<file path="src/common/rvv_retire_pkg.sv">
////////////////////
// shared widths and defaults for the retire stage
// vector CSR snapshot record and byte type encoding
////////////////////

package rvv_retire_pkg;

  ////////////////////
  // sizes

  // retire entries per cycle, oldest is entry 0
  localparam int NUM_RT_UOP_DEF = 4;

  // vector register width in bits
  localparam int VLEN_DEF = 128;

  // scalar register width, fixed for this core
  localparam int XLEN = 32;

  // register file index width for both files
  localparam int REG_INDEX_W = 5;

  ////////////////////
  // byte destination type

  // two bits per destination byte come from the ROB
  // only the body bytes are written by default
  // tail and masked-off bytes keep the old value unless agnostic
  localparam logic [1:0] BYTE_ACTIVE = 2'b11;

  ////////////////////
  // vector CSR snapshot

  // captured per micro-op at dispatch
  // restored into the architectural state on a trap
  typedef struct packed {
    logic [7:0] vstart; // element index to resume from
    logic [7:0] vl;     // active vector length
    logic [7:0] vtype;  // sew, lmul and policy bits
  } vcsr_t;

endpackage

</file>
<file path="src/design/retire_csr_update.sv">
////////////////////
// trap CSR snapshot select and saturation event
// architectural vcsr state and sticky vxsat
////////////////////

module retire_csr_update
  import rvv_retire_pkg::*;
#(
  parameter int num_rt_uop = NUM_RT_UOP_DEF
) (
  input  logic                   clk,
  input  logic                   arst_n,
  input  logic  [num_rt_uop-1:0] uop_w_valid,
  input  logic  [num_rt_uop-1:0] uop_trap,
  input  vcsr_t [num_rt_uop-1:0] uop_vcsr,
  input  logic  [num_rt_uop-1:0] uop_vxsat,
  input  logic  [num_rt_uop-1:0] eff_valid,
  output logic                   vcsr_write_valid,
  output vcsr_t                  vcsr_write_data,
  output vcsr_t                  vcsr_state,
  output logic                   vxsat_write_valid,
  output logic                   vxsat_state
);

  ////////////////////
  // trap snapshot

  // scan from youngest to oldest, the last hit is the oldest trap
  // the raw write valid is used here since trap cancel only
  // affects entries after the first trap
  always_comb begin
    vcsr_write_valid = 1'b0;
    vcsr_write_data  = '0;
    for (int i = num_rt_uop - 1; i >= 0; i--) begin
      if (uop_w_valid[i] && uop_trap[i]) begin
        vcsr_write_valid = 1'b1;
        vcsr_write_data  = uop_vcsr[i];
      end
    end
  end

  ////////////////////
  // saturation event

  // cancelled entries must not set vxsat
  assign vxsat_write_valid = |(eff_valid & uop_vxsat);

  ////////////////////
  // CSR state

  always_ff @(posedge clk or negedge arst_n) begin
    if (!arst_n) begin
      vcsr_state <= '0;
    end else if (vcsr_write_valid) begin
      vcsr_state <= vcsr_write_data;  // restore point for the trap handler
    end
  end

  // sticky until reset
  always_ff @(posedge clk or negedge arst_n) begin
    if (!arst_n) begin
      vxsat_state <= 1'b0;
    end else if (vxsat_write_valid) begin
      vxsat_state <= 1'b1;
    end
  end

endmodule

</file>
<file path="src/design/retire_route.sv">
////////////////////
// trap cancel and register file routing
// scalar ready return per entry
////////////////////

module retire_route
  import rvv_retire_pkg::*;
#(
  parameter int num_rt_uop = NUM_RT_UOP_DEF,
  parameter int vlen       = VLEN_DEF
) (
  input  logic [num_rt_uop-1:0]                   uop_w_valid,
  input  logic [num_rt_uop-1:0]                   uop_w_type,
  input  logic [num_rt_uop-1:0][REG_INDEX_W-1:0]  uop_w_index,
  input  logic [num_rt_uop-1:0][vlen-1:0]         uop_w_data,
  input  logic [num_rt_uop-1:0]                   uop_trap,
  input  logic [num_rt_uop-1:0]                   xrf_ready,
  output logic [num_rt_uop-1:0]                   eff_valid,
  output logic [num_rt_uop-1:0]                   vrf_valid,
  output logic [num_rt_uop-1:0][REG_INDEX_W-1:0]  vrf_index,
  output logic [num_rt_uop-1:0][vlen-1:0]         vrf_data,
  output logic [num_rt_uop-1:0]                   xrf_valid,
  output logic [num_rt_uop-1:0][REG_INDEX_W-1:0]  xrf_index,
  output logic [num_rt_uop-1:0][XLEN-1:0]         xrf_data,
  output logic [num_rt_uop-1:0]                   rob_ready
);

  ////////////////////
  // trap cancel

  // trapping entry still writes, everything younger is dropped
  always_comb begin
    logic trap_seen;
    trap_seen = 1'b0;
    for (int i = 0; i < num_rt_uop; i++) begin
      eff_valid[i] = uop_w_valid[i] && !trap_seen;
      trap_seen    = trap_seen || uop_trap[i];
    end
  end

  ////////////////////
  // vector or scalar split

  assign vrf_valid = eff_valid & ~uop_w_type;
  assign xrf_valid = eff_valid & uop_w_type;

  assign vrf_index = uop_w_index;
  assign vrf_data  = uop_w_data;
  assign xrf_index = uop_w_index;

  always_comb begin
    for (int i = 0; i < num_rt_uop; i++) begin
      xrf_data[i] = uop_w_data[i][XLEN-1:0]; // low lanes only
      // only a scalar write waits on the XRF port
      rob_ready[i] = xrf_valid[i] ? xrf_ready[i] : 1'b1;
    end
  end

endmodule

</file>
<file path="src/design/retire_strobe.sv">
////////////////////
// vector write byte strobes
// agnostic override, destination grouping, WAW pruning
////////////////////

module retire_strobe
  import rvv_retire_pkg::*;
#(
  parameter int   num_rt_uop = NUM_RT_UOP_DEF,
  parameter int   vlen       = VLEN_DEF,
  localparam int  vlenb      = vlen / 8
) (
  input  logic [num_rt_uop-1:0]                    rob_valid,
  input  logic [num_rt_uop-1:0]                    uop_w_type,
  input  logic [num_rt_uop-1:0][REG_INDEX_W-1:0]   uop_w_index,
  input  logic [num_rt_uop-1:0][vlenb-1:0][1:0]    uop_vd_type,
  input  logic [num_rt_uop-1:0]                    uop_ignore_vta,
  input  logic [num_rt_uop-1:0]                    uop_ignore_vma,
  output logic [num_rt_uop-1:0][vlenb-1:0]         vrf_strobe
);

  logic [num_rt_uop-1:0][vlenb-1:0] base_strobe;  // before WAW pruning
  logic [num_rt_uop-1:0]            in_group;     // same destination as entry 0
  logic [num_rt_uop-1:0][vlenb-1:0] prune_strobe;

  ////////////////////
  // base strobe

  // body bytes only, unless either agnostic flag lets the
  // whole register be overwritten
  always_comb begin
    for (int i = 0; i < num_rt_uop; i++) begin
      for (int b = 0; b < vlenb; b++) begin
        base_strobe[i][b] = (uop_vd_type[i][b] == BYTE_ACTIVE) ||
                            uop_ignore_vta[i] || uop_ignore_vma[i];
      end
    end
  end

  ////////////////////
  // destination group

  // prefix of entries that agree with entry 0 on valid and type
  // first mismatch ends the group for all younger entries
  always_comb begin
    in_group[0] = 1'b1;
    for (int i = 1; i < num_rt_uop; i++) begin
      in_group[i] = in_group[i-1] &&
                    (rob_valid[i] == rob_valid[0]) &&
                    (uop_w_type[i] == uop_w_type[0]);
    end
  end

  ////////////////////
  // WAW pruning

  // walk from the youngest entry down so each younger strobe is
  // already final when an older entry looks at it
  // the youngest entry is never pruned
  always_comb begin
    prune_strobe = base_strobe;
    for (int i = num_rt_uop - 2; i >= 0; i--) begin
      for (int j = i + 1; j < num_rt_uop; j++) begin
        // j in the group implies i is too
        if (in_group[j] && (uop_w_index[j] == uop_w_index[i])) begin
          prune_strobe[i] = prune_strobe[i] & ~prune_strobe[j]; // younger wins
        end
      end
    end
  end

  assign vrf_strobe = prune_strobe;

endmodule

</file>
<file path="src/design/rvv_retire.sv">
////////////////////
// retire stage top level
// strobe generation, routing and CSR update wired together
////////////////////

module rvv_retire
  import rvv_retire_pkg::*;
#(
  parameter int   num_rt_uop = NUM_RT_UOP_DEF,
  parameter int   vlen       = VLEN_DEF,
  localparam int  vlenb      = vlen / 8
) (
  input  logic                                       clk,
  input  logic                                       arst_n,

  // from the reorder buffer, entry 0 is the oldest
  input  logic  [num_rt_uop-1:0]                     rob_valid,
  input  logic  [num_rt_uop-1:0]                     uop_w_valid,
  input  logic  [num_rt_uop-1:0]                     uop_w_type,   // 1 means scalar
  input  logic  [num_rt_uop-1:0][REG_INDEX_W-1:0]    uop_w_index,
  input  logic  [num_rt_uop-1:0][vlen-1:0]           uop_w_data,
  input  logic  [num_rt_uop-1:0][vlenb-1:0][1:0]     uop_vd_type,
  input  logic  [num_rt_uop-1:0]                     uop_ignore_vta,
  input  logic  [num_rt_uop-1:0]                     uop_ignore_vma,
  input  logic  [num_rt_uop-1:0]                     uop_trap,
  input  vcsr_t [num_rt_uop-1:0]                     uop_vcsr,
  input  logic  [num_rt_uop-1:0]                     uop_vxsat,
  output logic  [num_rt_uop-1:0]                     rob_ready,

  // vector register file writes, no back-pressure
  output logic  [num_rt_uop-1:0]                     vrf_valid,
  output logic  [num_rt_uop-1:0][REG_INDEX_W-1:0]    vrf_index,
  output logic  [num_rt_uop-1:0][vlen-1:0]           vrf_data,
  output logic  [num_rt_uop-1:0][vlenb-1:0]          vrf_strobe,

  // scalar register file writes
  output logic  [num_rt_uop-1:0]                     xrf_valid,
  output logic  [num_rt_uop-1:0][REG_INDEX_W-1:0]    xrf_index,
  output logic  [num_rt_uop-1:0][XLEN-1:0]           xrf_data,
  input  logic  [num_rt_uop-1:0]                     xrf_ready,

  // CSR side
  output logic                                       vcsr_write_valid,
  output vcsr_t                                      vcsr_write_data,
  output vcsr_t                                      vcsr_state,
  output logic                                       vxsat_write_valid,
  output logic                                       vxsat_state
);

  logic [num_rt_uop-1:0] eff_valid; // write valid after trap cancel

  ////////////////////
  // byte strobes

  retire_strobe #(
    .num_rt_uop     (num_rt_uop),
    .vlen           (vlen)
  ) i_retire_strobe (
    .rob_valid      (rob_valid),
    .uop_w_type     (uop_w_type),
    .uop_w_index    (uop_w_index),
    .uop_vd_type    (uop_vd_type),
    .uop_ignore_vta (uop_ignore_vta),
    .uop_ignore_vma (uop_ignore_vma),
    .vrf_strobe     (vrf_strobe)
  );

  ////////////////////
  // register file routing

  retire_route #(
    .num_rt_uop  (num_rt_uop),
    .vlen        (vlen)
  ) i_retire_route (
    .uop_w_valid (uop_w_valid),
    .uop_w_type  (uop_w_type),
    .uop_w_index (uop_w_index),
    .uop_w_data  (uop_w_data),
    .uop_trap    (uop_trap),
    .xrf_ready   (xrf_ready),
    .eff_valid   (eff_valid),
    .vrf_valid   (vrf_valid),
    .vrf_index   (vrf_index),
    .vrf_data    (vrf_data),
    .xrf_valid   (xrf_valid),
    .xrf_index   (xrf_index),
    .xrf_data    (xrf_data),
    .rob_ready   (rob_ready)
  );

  ////////////////////
  // CSR update and state

  retire_csr_update #(
    .num_rt_uop        (num_rt_uop)
  ) i_retire_csr_update (
    .clk               (clk),
    .arst_n            (arst_n),
    .uop_w_valid       (uop_w_valid),
    .uop_trap          (uop_trap),
    .uop_vcsr          (uop_vcsr),
    .uop_vxsat         (uop_vxsat),
    .eff_valid         (eff_valid),
    .vcsr_write_valid  (vcsr_write_valid),
    .vcsr_write_data   (vcsr_write_data),
    .vcsr_state        (vcsr_state),
    .vxsat_write_valid (vxsat_write_valid),
    .vxsat_state       (vxsat_state)
  );

endmodule

</file>
<file path="config.mk">
export PLATFORM = sky130hd
export DESIGN_NAME = rvv_retire
export DESIGN_NICKNAME = d
export VERILOG_FILES = /design/src/common/rvv_retire_pkg.sv /design/src/design/retire_csr_update.sv /design/src/design/retire_route.sv /design/src/design/retire_strobe.sv /design/src/design/rvv_retire.sv
export SDC_FILE = /design/constraint.sdc
export NUM_CORES = 1
export LEC_CHECK = 0
export BUFFER_PORTS_ARGS = -buffer_cell sky130_fd_sc_hd__buf_2
export CAP_MARGIN = 10
export CORE_AREA = 2 2 619 621
export CTS_BUF_LIST = sky130_fd_sc_hd__clkbuf_16
export DETAILED_ROUTE_END_ITERATION = 10
export DIE_AREA = 0 0 621 623
export PLACE_DENSITY = 0.3
export SYNTH_ARGS = -nofsm -noshare
export SYNTH_HDL_FRONTEND = slang
export SYNTH_SLANG_ARGS = --single-unit
</file>
<file path="constraint.sdc">
create_clock -name clk -period 2.2 [get_ports clk]
set_input_delay 0.33 -clock clk [delete_from_list [all_inputs] [get_ports clk]]
set_output_delay 0.33 -clock clk [all_outputs]
set_load 0.01 [all_outputs]
</file>
; ---- Word-level counts from Yosys, hierarchy flattened
; Cells that the tools add are included.
; Widths: inputs -> output; s select.
[word_totals]
input_bits = 790
output_inout_bits = 807
reg_bits = 25
wordCells = 263
[op_classes]
eq_ne = 76
reduce_logical = 152
n_bitwise = 13
mux = 18
[op_table]
columns = operator, n
row1 = $logic_or 1x1->1, 130
row2 = $eq 2x2->1 const B, 64
row3 = $and 16x16->16, 6
row4 = $mux 16, 6
row5 = $mux 24, 4
row6 = $not 16->16, 3
row7 = $eq 5x5->1, 6
row8 = $logic_and 1x1->1, 18
row9 = $and 4x4->4, 3
row10 = $mux 1, 8
row11 = $eq 1x1->1, 6
row12 = $not 4->4, 1
row13 = $reduce_or 4->1, 1
row14 = $logic_not 1->1, 3

; ---- Depth between registers and ports, before layout
; Gate-level depths: netlist of the first run.
[logic_depth]
word_depth = 20
depth_mapped = 8
ltp_nobuf = 6

; ---- Cells and area by module
; Synthesis of the first run repeated with hierarchy kept, for this count alone.
[unflattened]
hier_cells = 1190
hier_area_um2 = 8887.3
[by_module_without_submodules]
columns = mod, cells_per_inst, seq_area_each_um2, area_per_inst_um2, n_inst
row1 = retire_route, 697, 0.0, 5236.3, 1
row2 = retire_csr_update, 229, 625.6, 1953.1, 1
row3 = retire_strobe, 264, 0.0, 1697.9, 1

; ---- Worst setup path before layout of the first run
; No wires, ideal clock.
[synth_path]
kind = input to output
startpoint = input uop_ignore_vta[3]
endpoint = output vrf_strobe[14] in the netlist's numbering
arrival_time_ns = 2.036
path_buffers = 2
path_slack_ns = -0.166
cell_stages = 8
required_time_ns = 1.870
path_cell_list = or2_2 -> clkbuf_1 -> clkbuf_1 -> a21oi_1 -> inv_1 -> a21oi_1 -> a21oi_1 -> a211oi_2
[synth_lines]
columns = element, line_no
row1 = from (decl), rvv_retire.sv:23  ; input logic [num_rt_uop-1:0] uop_ignore_vta,
row2 = to (decl), rvv_retire.sv:34  ; output logic [num_rt_uop-1:0][vlenb-1:0] vrf_strobe,

==> qor.yml, run 1 <==
logic_synthesis:
  yosys_warnings: 0
  ys.flop_type: "dfrtp_1"
  async_flop_share_pct: 100
  yosysUniqueCellTypes: 43
  syn_area_um2: 8550
  synth_seq_cells: 25
  syn-mean-instance-area_um2: 7.20
  synth_edf_count: 0
  syn_nets: 1978
  synth_cells: 1188
  synth_seq_area_share_pct: 7.32
worst_setup_path:
  regToRegEndpoint: "i_retire_csr_update.vxsat_state"
  endpoint_kind: "output pin"
  rr_startpoint: "i_retire_csr_update.vxsat_state"
  critPathKind: "input port to output pin"
  start_kind: "input port"
  crit_arrival_ps: 2500
  cp_max_fo: 7
  rr_worst_depth: 1
  critPathRequiredTime_ps: 1870
  r2r_setup_slack_ps: 1420
sta:
  worst_slew_pin_slew_ps: 673
  finalCritPeriodShare_pct: 128
  rsz0062_at_grt: "yes"
  whs_ps: -23.6
  period_needed_ps: 2830
  slew_violations: 0
  fmax_mhz: 354
  fin_ws_ps: -626
  setup-tns-final_ps: -20170
  slew_headroom_pct: 55.1
  hold_violations: 7
  setup_viol: 48
  fin_skew_ps: 0
route:
  wl_per_cell_um: 37.9
  drtIter0Drc: 406
  drcViolationCount: 0
  dr.pass1.iters: 5
  ant_nets: 0
  via_per_inst: 1.40
  postRouteWirelength_mm: 235
  detailroute.via_count: 8665
floorplan:
  die_area_um2: 387000
  die_w_um: 621
  die_h_um: 623
  std_cell_rows: 227
  pin_count: 1597
  core-area_um2: 381000
  initial_core_util_pct: 2.25
status:
  violations: "hold timing, setup timing"
  status: "complete, but fails checks"
final_layout:
  nNetsFinal: 1932
  finalNonFillerCells: 6193
  final_common_cell: "buf_2"
  area_growth_pct: 79.5
  drive_above_1_share_pct: 68.8
  final_cell_mix: "buf_2, buf_4, nand2_1"
  n_fill_cell: 45425
  final_cell_area_um2: 15300
power_and_ir_drop:
  power.leakage_uw: 0.00472
  peakVddDrop_mv: 0.331
  powerDensity_nw_per_um2: 234
clock_tree:
  clockRootBuffer: "clkbuf_16"
  tritoncts: "done"
  htreeDepth: 1
  path_clk_slew_ps: 120
  clk-insertion-delay-late_ps: 340
  clk_path_buf_depth: 2
  cts_buffers: 3
  cts_num_sinks: 25
  cts.hold.buffers_added: 0
min_path:
  min_path_type: "input port to async pin"
place:
  dpl.hpwl_mm: 223
  numPortBuffers: 444
  postPlaceCellArea_um2: 14100
  place_congestion: 0.769
  dp.cells: 6160
global_routing:
  overflow: 0
  grt_pass1_vias: 8449
  grt_pass1_wl_mm: 256
  grt_max_degree: 34
  antenna_found_initial: 53
  grtUsageTotal_pct: 11.6
flow_run:
  maxCapViolations: 0
==> area by class of cell <==
cell class              instances  area, µm²  share of cell area (%)
clock buffers                   3       75.1                   0.489
well taps                    5038       6300                    41.1
repair buffers                665       5060                    33.0
inverters                      18       67.6                   0.440
clock inverters                 1       8.76                  0.0571
multi-input cells             429       3170                    20.7
diodes                         14       35.0                   0.228
flip-flops and latches         25        626                    4.08
==> worst max-delay path: stages <==
cell     delay [ps]
buf_8           100
nor3_4          320
buf_6           160
o22ai_4          70
buf_12          150
or4_4           490
buf_12          190
buf_8           130
o21ai_4         150
a21oi_4          50
a21oi_2         160
buf_2           160
==> Yosys cell counts (2+ instances only) <==
cell type	number	share of area [%]
a21oi_2	28	2.9
buf_4	682	60
nor3_2	2	0.23
nand3_1	5	0.29
or4_1	2	0.18
nor2_1	18	0.79
nand2_1	112	4.9
a211o_1	15	1.5
and2_1	5	0.37
nand2b_1	4	0.29
a22oi_1	24	2.1
o21ai_2	11	1.1
xnor2_1	27	2.8
o21ai_0	53	3.1
inv_1	18	0.79
a21oi_1	64	3.7
a21o_1	2	0.18
buf_6	2	0.26
nor2b_1	3	0.22
o21ai_1	2	0.12
xor2_1	7	0.72
dfrtp_1	25	7.3
or2_2	4	0.29
clkbuf_1	29	1.3
o211ai_1	24	2.1
and3_1	3	0.22
==> what timing repair did <==
action	in CTS	in global routing
setup endpoints to repair	72	61
cloned	2	0
resized for setup	176	49
pin swaps	23	23
setup buffers	8	7
==> power by group <==
part	internal (µW)	switching, µW
logic	1030	1360
clock network	260	386
registers	522	38.3
==> through the flow <==
stage,utilization [%],power (µW),setup WS [ps],hold slack [ps]
after floorplan,-,2350,-66.2,34.4
after global placement,3.71,2890,-1090,418
after detailed placement,3.71,2870,-1120,418
after CTS,3.96,3740,-722,14.4
after global routing,4.03,3830,-674,18.7
final,4.03,3590,-626,-23.6
==> flip-flops by register name, summed over array words and instances (netlist names) <==
register                         cells
i_retire_csr_update.vcsr_state      24
i_retire_csr_update.vxsat_state      1
==> logic make-up (layout without fill, tap and decap cells) <==
family / after synthesis / in the layout / share of synthesized area [%]
compound gates: 227 / 227 / 17.5
xor+xnor: 34 / 34 / 3.48
buf+inv: 734 / 687 / 62.6
flops: 25 / 25 / 7.32
other cells: 0 / 14 / 0
simple gates: 168 / 168 / 9.01
==> routing by layer <==
layer	share of wire (%)	GRT usage [%]
met5	0.59	1.95
met4	1.6	1.45
met3	37	20.5
met2	42	17.5
met1	18	6.09
==> worst max-delay path by stage <==
stage | from | end | slack, ps | depth (start not counted)
2_1_floorplan | uop_ignore_vta[3] | vrf_strobe[14] | -70 | 8
3_3_place_gp | rob_valid[0] | vrf_strobe[3] | -1090 | 12
3_5_place_dp | uop_w_type[0] | vrf_strobe[2] | -1120 | 12
4_1_cts | uop_w_type[3] | vrf_strobe[5] | -720 | 14
5_1_grt | rob_valid[1] | vrf_strobe[3] | -670 | 13
6_report | rob_valid[1] | vrf_strobe[5] | -630 | 12
Power figures use the tool's default switching activity.
==> run 2, diff against run 1 <==
- CORE_AREA: 2 2 619 621 -> 2 2 616 618
- DIE_AREA: 0 0 621 623 -> 0 0 618 620
- clock period: 2.2 -> 3.4 ns (I/O delays scaled with it)
==> run 2 against run 1 <==
  * The run now ends clean
  * First-iteration DRC count grew 40%
  * Worst setup slack improved by 740 ps
  * Design area fell by 14%
  * Global-route usage is essentially flat
  * Clock-buffer cell count unchanged
  * Combinational power decreased by 47%
  * Clock skew unchanged
  * Core utilization decreased by 0.55 points
  * Via count fell by 3.3%
  * Cell count decreased by 1.7%
  * Largest cell class unchanged
  * Largest power group unchanged
==> qor.yml, run 2 (same netlist as run 1, synthesis figures left out) <==
power_and_ir_drop:
  p_clk_share_pct: 20.8  # +2.8 points
  p_seq_share_pct: 17.8  # +2.2 points
  p_int_uw: 944  # -48%
  netSwitchingFraction_pct: 53.8  # +4.2 points
  powerDensity_nw_per_um2: 156  # -33%
  power.leakage_uw: 0.00372  # -21%
  power.switching_uw: 1100  # -38%
  peakVddDrop_mv: 0.196  # -41%
  p_total_uw: 2040  # -43%
  comb_power_share_pct: 61.4  # -5.0 points
worst_setup_path:
  regToRegEndpoint: "i_retire_csr_update.vcsr_state[0]"
  crit_arrival_ps: 2780  # +280 ps
  r2r_setup_slack_ps: 2620  # +1200 ps
  start_kind: "input port"
  critPathRequiredTime_ps: 2890  # +1020 ps
  cp_max_fo: 12  # +5
  rr_startpoint: "i_retire_csr_update.vcsr_state[0]"
  endpoint_kind: "output pin"
  critPathKind: "input port to output pin"
  rr_worst_depth: 2  # +1
place:
  dpl_worst_slack_ps: -96.7  # +1020 ps
  dpl.hpwl_mm: 222  # -0.31%
  numPortBuffers: 444  # unchanged
  place_congestion: 0.761  # -1.1%
sta:
  finalCritPeriodShare_pct: 96.8
  slew_headroom_pct: 36.4  # -19 points
  worst_slew_pin_slew_ps: 954  # +281 ps
  slew_violations: 0  # unchanged
  setup-tns-final_ps: 0  # +20170 ps
  fin_skew_ps: 0  # unchanged
  setup_viol: 0  # -100%
  fmax_mhz: 304
  fin_ws_ps: 110  # +736 ps
  hold_violations: 0  # -7
  period_needed_ps: 3290
final_layout:
  drive_above_1_share_pct: 61.6  # -7.2 points
  final_util_pct: 3.48  # -0.55 points
  nNetsFinal: 1824  # -5.6%
  n_fill_cell: 45204  # -0.49%
  top_register: "i_retire_csr_update.vcsr_state"
  area_growth_pct: 53.5
  largest_reg_flops: 24  # unchanged
  top_regs: "i_retire_csr_update.vcsr_state x24, i_retire_csr_update.vxsat_state x1"
  final_cell_mix: "buf_2, nand2_1, buf_4"
  final_common_cell: "buf_2"
route:
  drcViolationCount: 0  # unchanged
  wl_per_cell_um: 38.6  # +1.7%
  ant_nets: 0  # unchanged
  via_per_inst: 1.38  # -1.7%
  postRouteWirelength_mm: 235  # about the same
  detailroute.via_count: 8375  # -3.3%
  drtIter0Drc: 570  # +40%
  dr.pass1.iters: 5  # unchanged
flow_run:
  maxCapViolations: 0  # unchanged
clock_tree:
  cts.hold.buffers_added: 0  # unchanged
  tritoncts: "done"
  cts_buffers: 3  # unchanged
  clk_path_buf_depth: 2  # unchanged
  htreeDepth: 1  # unchanged
  path_clk_slew_ps: 130  # about the same
  cts_num_sinks: 25  # unchanged
  clockRootBuffer: "clkbuf_16"
  clk-insertion-delay-late_ps: 340  # about the same
global_routing:
  antenna_found_initial: 61  # +15%
  grtUsageTotal_pct: 11.7  # +0.037 points
  grt_max_degree: 36  # +5.9%
  grt_pass1_wl_mm: 251  # -2.1%
  overflow: 0  # unchanged
  grt_pass1_vias: 7842  # -7.2%
floorplan:
  pin_count: 1597  # unchanged
  core-area_um2: 377000  # -0.89%
  die_area_um2: 383000  # -0.96%
  std_cell_rows: 226  # -0.44%
  die_h_um: 620  # -0.48%
  die_w_um: 618  # -0.48%
  initial_core_util_pct: 2.27  # +0.020 points
status:
  status: "complete, no violations"
min_path:
  min_path_type: "input port to async pin"
## run 2: cell count changes in the layout (fill, tap and decap cells not counted), moves of 8 or more
cell / delta
buf_6: -67
buf_2: +50
buf_4: -44
buf_12: -37
a21oi_4: -31
diode_2: +25
a21oi_1: +21
o21ai_0: +15
o21ai_4: -11
a21oi_2: +10
buf_8: -8
## run 2: critical path, stage by stage
cell	delay (ps)
buf_2	190
and3_4	360
o22ai_4	140
buf_12	140
buf_4	140
or4_1	600
buf_6	200
o21ai_1	150
buf_4	120
a221oi_2	30
buf_2	150
## run 2: power by group through the flow
stage | Sequential [µW] | Clock, µW | Combinational (µW)
global placement | 371 | 0 | 1320
finish | 364 | 425 | 1260
global route | 370 | 442 | 1360
detailed placement | 369 | 0 | 1310
CTS | 365 | 462 | 1320
floorplan | 385 | 0 | 1130
## run 2: worst max-delay path by stage
stage,from,endpoint,cells after the start
after floorplan,uop_ignore_vta[3],vrf_strobe[14],8
after global placement,uop_w_type[2],vrf_strobe[3],11
after detailed placement,uop_w_type[0],vrf_strobe[11],10
after CTS,uop_w_type[0],vrf_strobe[0],11
after global routing,uop_w_type[0],vrf_strobe[0],10
final,uop_w_type[0],vrf_strobe[15],11
## run 2: per-layer routing
layer,wire length [µm],global-route usage [%]
met5,1030,1.69
met2,97400,17.1
met1,38200,5.45
met3,92400,21.6
met4,5810,2.56
## run 2: repair_timing
action,CTS,global route
pin swaps,0,2
endpoints found under the setup margin,16,11
gates cloned,0,1
resized for setup,4,4
setup buffers,0,3
## run 2: metrics by stage
step                      hold WS [ps]  cells  cell area, µm²
after floorplan                    214   1188            8550
after global placement             460   6040           12900
after detailed placement           449   6041           12900
after CTS                          363   6045           13000
after global routing               360   6053           13000
final                              289   6088           13100
## run 2: layout make-up
type	instances	area, µm²	share of cell area [%]
inverters	18	67.6	0.515
flip-flops and latches	25	626	4.77
multi-input cells	429	2670	20.3
clock buffers	3	75.1	0.572
well taps	5016	6280	47.8
clock inverters	1	8.76	0.0667
repair buffers	557	3310	25.2
diodes	39	97.6	0.743
